===== src/afu_csr_pkg.sv =====
// MMIO register map, identifier value, pattern rule and test-engine state enum
package afu_csr_pkg;

    // 64-bit MMIO word address and data
    localparam int MMIO_ADDR_WIDTH = 4;
    typedef logic [MMIO_ADDR_WIDTH-1:0] t_mmio_addr;
    typedef logic [63:0] t_mmio_data;

    // ========================================
    // Register map
    // ========================================

    // Write only: bit 0 start, bank-enable mask from bit 8
    localparam t_mmio_addr CSR_CTRL   = 4'h0;
    localparam int         CTRL_MASK_LSB = 8;
    // Base line address of a run
    localparam t_mmio_addr CSR_BASE   = 4'h1;
    // Line count, 1 to 4095
    localparam t_mmio_addr CSR_LINES  = 4'h2;
    localparam t_mmio_addr CSR_SEED   = 4'h3;
    // Busy bits from bit 0, done bits from bit 32
    localparam t_mmio_addr CSR_STATUS = 4'h4;
    localparam int         STATUS_DONE_LSB = 32;
    // Per-bank mismatch counts
    localparam t_mmio_addr CSR_ERR0   = 4'h5;
    localparam t_mmio_addr CSR_ERR1   = 4'h6;
    localparam t_mmio_addr CSR_ID     = 4'h7;
    localparam t_mmio_data CSR_ID_VALUE = 64'h4146_554d_454d_0001;

    // ========================================
    // Pattern rule
    // ========================================

    // Line a of bank b holds seed ^ a, a zero-extended to 64 bits,
    // then bits 63:56 replaced by b
    localparam int PATTERN_BANK_LSB = 56;

    // Test engine phases, run in this order
    typedef enum logic [2:0]
    {
        IDLE,
        WRITE,
        READ,
        DRAIN,
        DONE
    } t_tester_state;

endpackage


===== src/afu_mem_cfg_pkg.sv =====
// Local-memory geometry: bank count, bus widths and line typedefs
package afu_mem_cfg_pkg;

    // Banks exported to the accelerator
    localparam int NUM_BANKS = 2;

    // Line address and line data widths of one bank
    localparam int ADDR_WIDTH = 12;
    localparam int DATA_WIDTH = 64;

    // Mismatch counter width
    localparam int ERR_WIDTH = 16;

    // Line address, wraps at the top of the bank
    typedef logic [ADDR_WIDTH-1:0] t_line_addr;

    // One memory line
    typedef logic [DATA_WIDTH-1:0] t_line_data;

    // Saturating mismatch count
    typedef logic [ERR_WIDTH-1:0] t_err_count;

endpackage

===== src/avalon_mem_if.sv =====
// Avalon memory port of one-line commands with source and sink modports
`timescale 1ns/100ps

interface avalon_mem_if;
    import afu_mem_cfg_pkg::*;

    // Command, held stable while waitrequest is high
    t_line_addr address;
    logic       read;
    logic       write;
    t_line_data writedata;
    logic       waitrequest;

    // In-order read response, never back-pressured
    t_line_data readdata;
    logic       readdatavalid;

    // Command issuer
    modport source
    (
        output address,
        output read,
        output write,
        output writedata,
        input  waitrequest,
        input  readdata,
        input  readdatavalid
    );

    // Command receiver
    modport sink
    (
        input  address,
        input  read,
        input  write,
        input  writedata,
        output waitrequest,
        output readdata,
        output readdatavalid
    );

endinterface


===== src/afu_mem_top.sv =====
// Accelerator top: MMIO register file, per-bank test engines and register-stage pipelines
`timescale 1ns/100ps

module afu_mem_top
#(
    parameter int BASE_REG_STAGES = 1
)
(
    input  logic                                  afu_clk,
    input  logic                                  rst_n,

    // MMIO, always accepted
    input  afu_csr_pkg::t_mmio_addr               mmio_address,
    input  logic                                  mmio_read,
    input  logic                                  mmio_write,
    input  afu_csr_pkg::t_mmio_data               mmio_writedata,
    output afu_csr_pkg::t_mmio_data               mmio_readdata,
    output logic                                  mmio_readdatavalid,

    // Local memory, one Avalon port per bank
    output afu_mem_cfg_pkg::t_line_addr           lm_address [afu_mem_cfg_pkg::NUM_BANKS],
    output logic [afu_mem_cfg_pkg::NUM_BANKS-1:0] lm_read,
    output logic [afu_mem_cfg_pkg::NUM_BANKS-1:0] lm_write,
    output afu_mem_cfg_pkg::t_line_data           lm_writedata [afu_mem_cfg_pkg::NUM_BANKS],
    input  logic [afu_mem_cfg_pkg::NUM_BANKS-1:0] lm_waitrequest,
    input  afu_mem_cfg_pkg::t_line_data           lm_readdata [afu_mem_cfg_pkg::NUM_BANKS],
    input  logic [afu_mem_cfg_pkg::NUM_BANKS-1:0] lm_readdatavalid
);
    import afu_mem_cfg_pkg::*;

    // Register file to engines
    logic [NUM_BANKS-1:0] start;
    t_line_addr           base_addr;
    t_line_addr           num_lines;
    t_line_data           seed;

    // Engines back to the register file
    logic [NUM_BANKS-1:0] busy;
    logic [NUM_BANKS-1:0] done;
    t_err_count           err_count [NUM_BANKS];

    mmio_csr csr
    (
        .afu_clk,
        .rst_n,
        .mmio_address,
        .mmio_read,
        .mmio_write,
        .mmio_writedata,
        .mmio_readdata,
        .mmio_readdatavalid,
        .start,
        .base_addr,
        .num_lines,
        .seed,
        .busy,
        .done,
        .err_count
    );

    // ========================================
    // Per-bank engine and pipeline
    // ========================================

    for (genvar b = 0; b < NUM_BANKS; b++)
    begin : g_bank
        avalon_mem_if tester_if();
        avalon_mem_if lm_if();

        mem_bank_tester #(.BANK_ID(b)) tester
        (
            .afu_clk,
            .rst_n,
            .start(start[b]),
            .base_addr,
            .num_lines,
            .seed,
            .busy(busy[b]),
            .done(done[b]),
            .err_count(err_count[b]),
            .mem(tester_if)
        );

        // Stage count differs per bank to cover timing variants
        avalon_mem_reg_stage #(.N_REG_STAGES(BASE_REG_STAGES + b)) pipe
        (
            .afu_clk,
            .rst_n,
            .upstream(tester_if),
            .downstream(lm_if)
        );

        assign lm_address[b]       = lm_if.address;
        assign lm_read[b]          = lm_if.read;
        assign lm_write[b]         = lm_if.write;
        assign lm_writedata[b]     = lm_if.writedata;
        assign lm_if.waitrequest   = lm_waitrequest[b];
        assign lm_if.readdata      = lm_readdata[b];
        assign lm_if.readdatavalid = lm_readdatavalid[b];
    end

endmodule


===== src/mmio_csr.sv =====
// MMIO register file: test configuration, per-bank start pulses and status read-back
`timescale 1ns/100ps

module mmio_csr
(
    input  logic                                  afu_clk,
    input  logic                                  rst_n,
    input  afu_csr_pkg::t_mmio_addr               mmio_address,
    input  logic                                  mmio_read,
    input  logic                                  mmio_write,
    input  afu_csr_pkg::t_mmio_data               mmio_writedata,
    output afu_csr_pkg::t_mmio_data               mmio_readdata,
    output logic                                  mmio_readdatavalid,
    output logic [afu_mem_cfg_pkg::NUM_BANKS-1:0] start,
    output afu_mem_cfg_pkg::t_line_addr           base_addr,
    output afu_mem_cfg_pkg::t_line_addr           num_lines,
    output afu_mem_cfg_pkg::t_line_data           seed,
    input  logic [afu_mem_cfg_pkg::NUM_BANKS-1:0] busy,
    input  logic [afu_mem_cfg_pkg::NUM_BANKS-1:0] done,
    input  afu_mem_cfg_pkg::t_err_count           err_count [afu_mem_cfg_pkg::NUM_BANKS]
);
    import afu_mem_cfg_pkg::*;
    import afu_csr_pkg::*;

    t_mmio_data rd_mux;

    // ========================================
    // Writes
    // ========================================

    always_ff @(posedge afu_clk)
    begin
        if (!rst_n)
        begin
            start     <= '0;
            base_addr <= '0;
            num_lines <= '0;
            seed      <= '0;
        end
        else
        begin
            // Start lasts one cycle
            start <= '0;
            if (mmio_write)
            begin
                case (mmio_address)
                    CSR_CTRL:
                    begin
                        if (mmio_writedata[0])
                            start <= mmio_writedata[CTRL_MASK_LSB +: NUM_BANKS];
                    end
                    CSR_BASE:
                        base_addr <= mmio_writedata[ADDR_WIDTH-1:0];
                    CSR_LINES:
                        num_lines <= mmio_writedata[ADDR_WIDTH-1:0];
                    CSR_SEED:
                        seed <= mmio_writedata;
                    default:
                        ;
                endcase
            end
        end
    end

    // ========================================
    // Reads
    // ========================================

    // Unmapped and write-only words read as zero
    always_comb
    begin
        rd_mux = '0;
        case (mmio_address)
            CSR_BASE:
                rd_mux[ADDR_WIDTH-1:0] = base_addr;
            CSR_LINES:
                rd_mux[ADDR_WIDTH-1:0] = num_lines;
            CSR_SEED:
                rd_mux = seed;
            CSR_STATUS:
            begin
                rd_mux[NUM_BANKS-1:0]                = busy;
                rd_mux[STATUS_DONE_LSB +: NUM_BANKS] = done;
            end
            CSR_ERR0:
                rd_mux[ERR_WIDTH-1:0] = err_count[0];
            CSR_ERR1:
                rd_mux[ERR_WIDTH-1:0] = err_count[1];
            CSR_ID:
                rd_mux = CSR_ID_VALUE;
            default:
                rd_mux = '0;
        endcase
    end

    // Data valid exactly one cycle after the read
    always_ff @(posedge afu_clk)
    begin
        if (!rst_n)
            mmio_readdatavalid <= 1'b0;
        else
            mmio_readdatavalid <= mmio_read;

        if (mmio_read)
            mmio_readdata <= rd_mux;
    end

    // Host never reads and writes in the same cycle
    a_rd_wr_excl: assert property (@(posedge afu_clk) disable iff (!rst_n)
        !(mmio_read && mmio_write));

endmodule


===== src/mem_bank_tester.sv =====
// Per-bank memory test engine: pattern write, read-back and mismatch count
`timescale 1ns/100ps

module mem_bank_tester
#(
    parameter int BANK_ID = 0
)
(
    input  logic                        afu_clk,
    input  logic                        rst_n,
    input  logic                        start,
    input  afu_mem_cfg_pkg::t_line_addr base_addr,
    input  afu_mem_cfg_pkg::t_line_addr num_lines,
    input  afu_mem_cfg_pkg::t_line_data seed,
    output logic                        busy,
    output logic                        done,
    output afu_mem_cfg_pkg::t_err_count err_count,
    avalon_mem_if.source                mem
);
    import afu_mem_cfg_pkg::*;
    import afu_csr_pkg::*;

    t_tester_state state;

    // Run settings, captured at start
    t_line_addr run_base;
    t_line_addr run_lines;
    t_line_data run_seed;

    // Issue side: next address and commands left in this phase
    t_line_addr issue_addr;
    t_line_addr issue_left;
    // Response side: reads in flight, next address to compare
    t_line_addr outstanding;
    t_line_addr cmp_addr;

    logic cmd_accept;
    logic rd_accept;
    logic mismatch;

    // One line of the pattern, rule in afu_csr_pkg
    function automatic t_line_data pattern(input t_line_data s, input t_line_addr a);
        t_line_data d;
        d = s ^ t_line_data'(a);
        d[DATA_WIDTH-1:PATTERN_BANK_LSB] = (DATA_WIDTH-PATTERN_BANK_LSB)'(BANK_ID);
        return d;
    endfunction

    // Commands come straight from state and issue registers
    assign mem.write     = (state == WRITE);
    assign mem.read      = (state == READ);
    assign mem.address   = issue_addr;
    assign mem.writedata = pattern(run_seed, issue_addr);

    assign cmd_accept = (mem.read || mem.write) && !mem.waitrequest;
    assign rd_accept  = mem.read && !mem.waitrequest;
    assign mismatch   = mem.readdatavalid && (mem.readdata != pattern(run_seed, cmp_addr));

    assign busy = (state == WRITE) || (state == READ) || (state == DRAIN);
    assign done = (state == DONE);

    // ========================================
    // Phase FSM and counters
    // ========================================

    always_ff @(posedge afu_clk)
    begin
        if (!rst_n)
        begin
            state       <= IDLE;
            outstanding <= '0;
            err_count   <= '0;
        end
        else
        begin
            case (state)
                IDLE, DONE:
                begin
                    if (start)
                    begin
                        state     <= WRITE;
                        err_count <= '0;
                    end
                end
                WRITE:
                begin
                    if (cmd_accept && issue_left == t_line_addr'(1))
                        state <= READ;
                end
                READ:
                begin
                    if (cmd_accept && issue_left == t_line_addr'(1))
                        state <= DRAIN;
                end
                // Last response compared
                DRAIN:
                begin
                    if (outstanding == '0)
                        state <= DONE;
                end
                default:
                    state <= IDLE;
            endcase

            outstanding <= outstanding + t_line_addr'(rd_accept)
                           - t_line_addr'(mem.readdatavalid);

            // Saturates at all ones
            if (mismatch && err_count != '1)
                err_count <= err_count + 1'b1;
        end
    end

    // Issue and compare addresses
    always_ff @(posedge afu_clk)
    begin
        if (start && !busy)
        begin
            run_base   <= base_addr;
            run_lines  <= num_lines;
            run_seed   <= seed;
            issue_addr <= base_addr;
            issue_left <= num_lines;
            cmp_addr   <= base_addr;
        end
        else if (cmd_accept)
        begin
            // Reads restart from the base after the last write
            if (state == WRITE && issue_left == t_line_addr'(1))
            begin
                issue_addr <= run_base;
                issue_left <= run_lines;
            end
            else
            begin
                issue_addr <= issue_addr + 1'b1;
                issue_left <= issue_left - 1'b1;
            end
        end

        if (mem.readdatavalid)
            cmp_addr <= cmp_addr + 1'b1;
    end

    // Every response answers a read this engine issued
    a_rsp_expected: assert property (@(posedge afu_clk) disable iff (!rst_n)
        mem.readdatavalid |-> outstanding != '0);

    // Host starts a bank only when idle or done
    a_start_idle: assert property (@(posedge afu_clk) disable iff (!rst_n)
        start |-> !busy);

endmodule


===== src/avalon_mem_reg_stage.sv =====
// Chain of skid-buffered Avalon command stages with matching response registers
`timescale 1ns/100ps

module avalon_mem_reg_stage
#(
    parameter int N_REG_STAGES = 1
)
(
    input  logic         afu_clk,
    input  logic         rst_n,
    avalon_mem_if.sink   upstream,
    avalon_mem_if.source downstream
);
    import afu_mem_cfg_pkg::*;

    // Command taps with index 0 upstream and index N_REG_STAGES downstream
    t_line_addr cmd_addr  [N_REG_STAGES+1];
    t_line_data cmd_wdata [N_REG_STAGES+1];
    logic       cmd_rd    [N_REG_STAGES+1];
    logic       cmd_wr    [N_REG_STAGES+1];
    logic       cmd_wait  [N_REG_STAGES+1];

    // Response taps run the other way with index 0 at the downstream side
    t_line_data rsp_data  [N_REG_STAGES+1];
    logic       rsp_valid [N_REG_STAGES+1];

    assign cmd_addr[0]  = upstream.address;
    assign cmd_wdata[0] = upstream.writedata;
    assign cmd_rd[0]    = upstream.read;
    assign cmd_wr[0]    = upstream.write;
    assign upstream.waitrequest = cmd_wait[0];

    assign downstream.address   = cmd_addr[N_REG_STAGES];
    assign downstream.writedata = cmd_wdata[N_REG_STAGES];
    assign downstream.read      = cmd_rd[N_REG_STAGES];
    assign downstream.write     = cmd_wr[N_REG_STAGES];
    assign cmd_wait[N_REG_STAGES] = downstream.waitrequest;

    assign rsp_data[0]  = downstream.readdata;
    assign rsp_valid[0] = downstream.readdatavalid;
    assign upstream.readdata      = rsp_data[N_REG_STAGES];
    assign upstream.readdatavalid = rsp_valid[N_REG_STAGES];

    // ========================================
    // Register stages or a plain pass-through when there are none
    // ========================================

    for (genvar i = 0; i < N_REG_STAGES; i++)
    begin : g_stage
        // Main entry feeds the next stage
        logic       main_rd;
        logic       main_wr;
        t_line_addr main_addr;
        t_line_data main_wdata;
        // Skid entry catches what arrives while main is stalled
        logic       skid_rd;
        logic       skid_wr;
        t_line_addr skid_addr;
        t_line_data skid_wdata;
        logic       skid_full;
        logic       main_free;
        logic       accept;
        logic       rsp_q_valid;
        t_line_data rsp_q_data;

        assign skid_full = skid_rd || skid_wr;
        // Main moves on when empty or taken downstream
        assign main_free = !(main_rd || main_wr) || !cmd_wait[i+1];
        assign accept    = (cmd_rd[i] || cmd_wr[i]) && !skid_full;

        // Space comes from a flop so upstream never sees a late stall
        assign cmd_wait[i]    = skid_full;
        assign cmd_rd[i+1]    = main_rd;
        assign cmd_wr[i+1]    = main_wr;
        assign cmd_addr[i+1]  = main_addr;
        assign cmd_wdata[i+1] = main_wdata;

        always_ff @(posedge afu_clk)
        begin
            if (!rst_n)
            begin
                main_rd <= 1'b0;
                main_wr <= 1'b0;
                skid_rd <= 1'b0;
                skid_wr <= 1'b0;
            end
            else if (main_free)
            begin
                // Skid entry goes first to keep command order
                main_rd <= skid_full ? skid_rd : cmd_rd[i];
                main_wr <= skid_full ? skid_wr : cmd_wr[i];
                skid_rd <= 1'b0;
                skid_wr <= 1'b0;
            end
            else if (accept)
            begin
                skid_rd <= cmd_rd[i];
                skid_wr <= cmd_wr[i];
            end
        end

        // Payload follows the same moves
        always_ff @(posedge afu_clk)
        begin
            if (main_free)
            begin
                main_addr  <= skid_full ? skid_addr : cmd_addr[i];
                main_wdata <= skid_full ? skid_wdata : cmd_wdata[i];
            end
            else if (accept)
            begin
                skid_addr  <= cmd_addr[i];
                skid_wdata <= cmd_wdata[i];
            end
        end

        // Response path with one register per stage
        always_ff @(posedge afu_clk)
        begin
            if (!rst_n)
                rsp_q_valid <= 1'b0;
            else
                rsp_q_valid <= rsp_valid[i];
            rsp_q_data <= rsp_data[i];
        end

        assign rsp_valid[i+1] = rsp_q_valid;
        assign rsp_data[i+1]  = rsp_q_data;

        // Skid entry only ever holds a command behind an occupied main entry
        a_skid_behind_main: assert property (@(posedge afu_clk) disable iff (!rst_n)
            skid_full |-> main_rd || main_wr);
    end

    // Stalled command from the engine holds until the stage takes it
    a_cmd_stable: assert property (@(posedge afu_clk) disable iff (!rst_n)
        (upstream.read || upstream.write) && upstream.waitrequest
        |=> $stable(upstream.read) && $stable(upstream.write)
            && $stable(upstream.address) && $stable(upstream.writedata));

endmodule


===== config.mk =====
export PLATFORM = sky130hd
export DESIGN_NAME = afu_mem_top
export DESIGN_NICKNAME = d
export VERILOG_FILES = /design/src/afu_csr_pkg.sv /design/src/afu_mem_cfg_pkg.sv /design/src/avalon_mem_if.sv /design/src/afu_mem_top.sv /design/src/mmio_csr.sv /design/src/mem_bank_tester.sv /design/src/avalon_mem_reg_stage.sv
export SDC_FILE = /design/constraint.sdc
export NUM_CORES = 1
export LEC_CHECK = 0
export BUFFER_PORTS_ARGS = -buffer_cell sky130_fd_sc_hd__buf_2
export CORE_MARGIN = 4
export CORE_UTILIZATION = 55
export CTS_BUF_LIST = sky130_fd_sc_hd__clkbuf_2
export CTS_CLUSTER_SIZE = 30
export DETAILED_ROUTE_END_ITERATION = 6
export PLACE_DENSITY_LB_ADDON = 0.12
export SKIP_LAST_GASP = 1
export SLEW_MARGIN = 20
export SYNTH_ARGS = -nofsm -noshare
export SYNTH_HDL_FRONTEND = slang
export SYNTH_SLANG_ARGS = --single-unit

===== constraint.sdc =====
create_clock -name afu_clk -period 10.6 [get_ports afu_clk]
set_input_delay 1.06 -clock afu_clk [delete_from_list [all_inputs] [get_ports afu_clk]]
set_output_delay 1.06 -clock afu_clk [all_outputs]
set_load 0.03 [all_outputs]

==> results.json <==
{
  "p_leak_nw": 17.6,
  "vias_per_cell": 5.42,
  "syn_area_sq_um": 39900,
  "ir_worst_vdd_mv": 0.148,
  "dieHeight_um": 277,
  "place.gp.congestion": 0.911,
  "crit_type": "register to register",
  "synth_most_common_cell": "edfxtp_1",
  "drtIter0Drc": 2625,
  "fin_setup_tns_ps": 0,
  "post-dp-hpwl_mm": 72.4,
  "cp.arrival_ps": 4810,
  "cts.sinks": 1064,
  "pin_count": 425,
  "core.rowCount": 98,
  "routedWlPerCell_um": 21.9,
  "syn_area_per_cell_sq_um": 13.3,
  "fmax_mhz": 279,
  "root_buffer": "clkbuf_2",
  "cts_max_level": 5,
  "violations": "DRC",
  "clk_latency_ps": 1460,
  "p_per_area_nw_per_um2": 171,
  "via_count": 26900,
  "antenna_left": 0,
  "slew_headroom_pct": 23.0,
  "ys.flop_type": "edfxtp_1",
  "yosysWarnings": 0,
  "hold_viol": 0,
  "fin_crit_sh_pct": 33.8,
  "ys_top_cells_by_count": "edfxtp_1, nand2_1, dfxtp_1",
  "finalMaxSlewViolations": 0,
  "synth_edf_count": 704,
  "layout-area-overhead-vs-synth_pct": 18.6,
  "yosysTopAreaCell": "edfxtp_1",
  "cts_tree": "built",
  "drc_errors": 13,
  "swShare_pct": 25.4,
  "grt_pass1_wl_mm": 162,
  "ys_ff_latch": 1064,
  "drive_gt1_share_pct": 26.5,
  "clkPwrFrac_pct": 35.3,
  "synth_seq_area_share_pct": 71.1,
  "start_util_pct": 55.6,
  "nFillCells": 5424,
  "coreArea_sq_um": 71700,
  "io_buffers": 408,
  "grt_setup_unrepaired": "false",
  "grt_overflow": 0,
  "startpoint_type": "register",
  "seqPwrFrac_pct": 56.3,
  "hold_path.class": "primary input to register",
  "finalSetupViolCount": 0,
  "dieArea_sq_um": 76900,
  "ys_async_sr_fraction_pct": 0,
  "comb_power_share_pct": 8.4,
  "post_dp_cell_area_sq_um": 42800,
  "antenna_found_initial": 12,
  "path_clk_slew_ps": 110,
  "synthDistinctLibCells": 72,
  "tightest_slew_ps": 1150,
  "p_switching_mw": 2.05,
  "cp.required_ps": 11820,
  "postCtsSetupBuffers": 0,
  "routed_wl_mm": 108,
  "grt_pass1_vias": 27200,
  "fin_area_sq_um": 47300,
  "outcome": "finished, violations left",
  "skew_ps": 152,
  "grt_max_degree": 76,
  "drv_cap": 0,
  "nets": 4043,
  "cp-end-kind": "register",
  "synthTopCellsByArea": "edfxtp_1, dfxtp_1, nand2_1",
  "dieWidth_um": 277,
  "syn-instance-count": 3009,
  "cts-resized-gates": 0,
  "yosysTopAreaCellShare_pct": 53.0,
  "fin_crit_ps": 3590,
  "crit_fanout": 14,
  "cts_buffers": 283,
  "drtPass1Iterations": 7,
  "clockBufferDepth": 4,
  "grt_usage_pct": 27.7,
  "intPower_mw": 6.02
}
-- state kept, by name (all words and copies together) (netlist names), 32 cells and up --
signal                            cells
g_bank.pipe.g_stage.skid_wdata      168
g_bank.pipe.upstream.readdata       128
g_bank.pipe.downstream.writedata    112
g_bank.tester.run_seed              112
csr.mmio_readdata                    64
csr.seed                             64
g_bank.pipe.g_stage.rsp_q_data       64
g_bank.pipe.g_stage.main_wdata       56
g_bank.pipe.g_stage.skid_addr        36
g_bank.tester.err_count              32
-- metrics by stage --
| stage | instances | utilization (%) | hold slack [ps] | setup WS, ps | power [mW] |
|---|---|---|---|---|---|
| final | 4960 | 65.9 | 171 | 7010 | 8.07 |
| after CTS | 4951 | 65.9 | 21.8 | 7010 | 8.14 |
| after global routing | 4955 | 65.9 | 49.0 | 6750 | 8.47 |
| after detailed placement | 4263 | 59.6 | 312 | 7160 | 5.25 |
| after global placement | 4263 | 59.6 | 311 | 7090 | 5.22 |
| after floorplan | 3023 | - | 310 | 1850 | 5.06 |
-- kinds of logic (layout without fill, tap and decap cells) --
kind of cell,count (synthesis),after routing,synth area share (%)
multiplexers,136,136,3.81
buffers and inverters,209,1187,2.25
flip-flops,1064,1064,71.1
AND/OR/NAND/NOR,939,939,10.5
other,2,25,0.0188
XOR/XNOR,237,237,5.21
AO/OA/AOI/OAI,376,376,5.65
adder cells (fa/ha/maj),46,46,1.48
-- worst paths after layout --
kind / startpoint / end / slack, ps / cells after the start
setup reg to reg: g_bank[0].tester.cmp_addr[4]$_DFFE_PP_ / g_bank[0].tester.err_count[14]$_SDFFE_PN0P_ / 7010 / 7
hold / removal: mmio_address[1] / csr.start[0]$_SDFF_PN0_ / 170 / 3
setup / recovery: g_bank[0].tester.cmp_addr[4]$_DFFE_PP_ / g_bank[0].tester.err_count[14]$_SDFFE_PN0P_ / 7010 / 7
hold reg to reg: g_bank[1].pipe.g_stage[0].rsp_q_data[40]$_DFF_P_ / g_bank[1].pipe.upstream.readdata[40]$_DFF_P_ / 290 / 0
-- power groups by stage --
stage / combinational, mW / sequential [mW] / clock, mW
finish: 0.680 / 4.54 / 2.85
floorplan: 0.433 / 4.63 / 0
global route: 0.752 / 4.55 / 3.17
global placement: 0.586 / 4.63 / 0
detailed placement: 0.615 / 4.63 / 0
CTS: 0.680 / 4.54 / 2.92
-- placed cells by master, fill, tap and decap left out, types with 127 or more instances in the layout --
| cell | count |
|---|---|
| dlygate4sd3_1 | 195 |
| dfxtp_1 | 360 |
| nor2_1 | 144 |
| clkbuf_2 | 453 |
| nand2_1 | 522 |
| xnor2_1 | 168 |
| edfxtp_1 | 704 |
| a21oi_1 | 137 |
| mux2_2 | 127 |
| buf_2 | 407 |
-- repair_timing --
action                     in CTS  in global routing
hold buffers                  195                  0
setup endpoints to repair       0                  0
hold endpoints to repair      224                  0
-- layer usage --
metal | part of all wire, % | track usage, % | vias up
met2 | 49 | 45.1 | 1185
met3 | 7.7 | 5.92 | 229
li1 | - | - | 12400
met4 | 3.6 | 12.0 | 4
met5 | 0.021 | 0 | -
met1 | 40 | 36.3 | 13100
-- area by class of cell --
class                           instances  area, sq um  area share (%)
Sequential cell                      1064        28300            59.9
Antenna cell                            9         22.5          0.0476
Clock inverter                         40          284           0.600
Multi-Input combinational cell       1750        10800            22.8
Clock buffer                          453         2270            4.79
Tap cell                              950         1190            2.51
Timing Repair Buffer                  622         4140            8.75
Inverter                               72          277           0.585
-- worst max-delay path, cell delays in order (launching register included) --
cell and delay (ps):
edfxtp_1 500, xnor2_1 240, xnor2_1 90, nor4_1 710, nand4_1 490, o21ai_1 510, o211ai_1 540, o211ai_1 340
No activity file was read; power rests on OpenSTA's default activity.
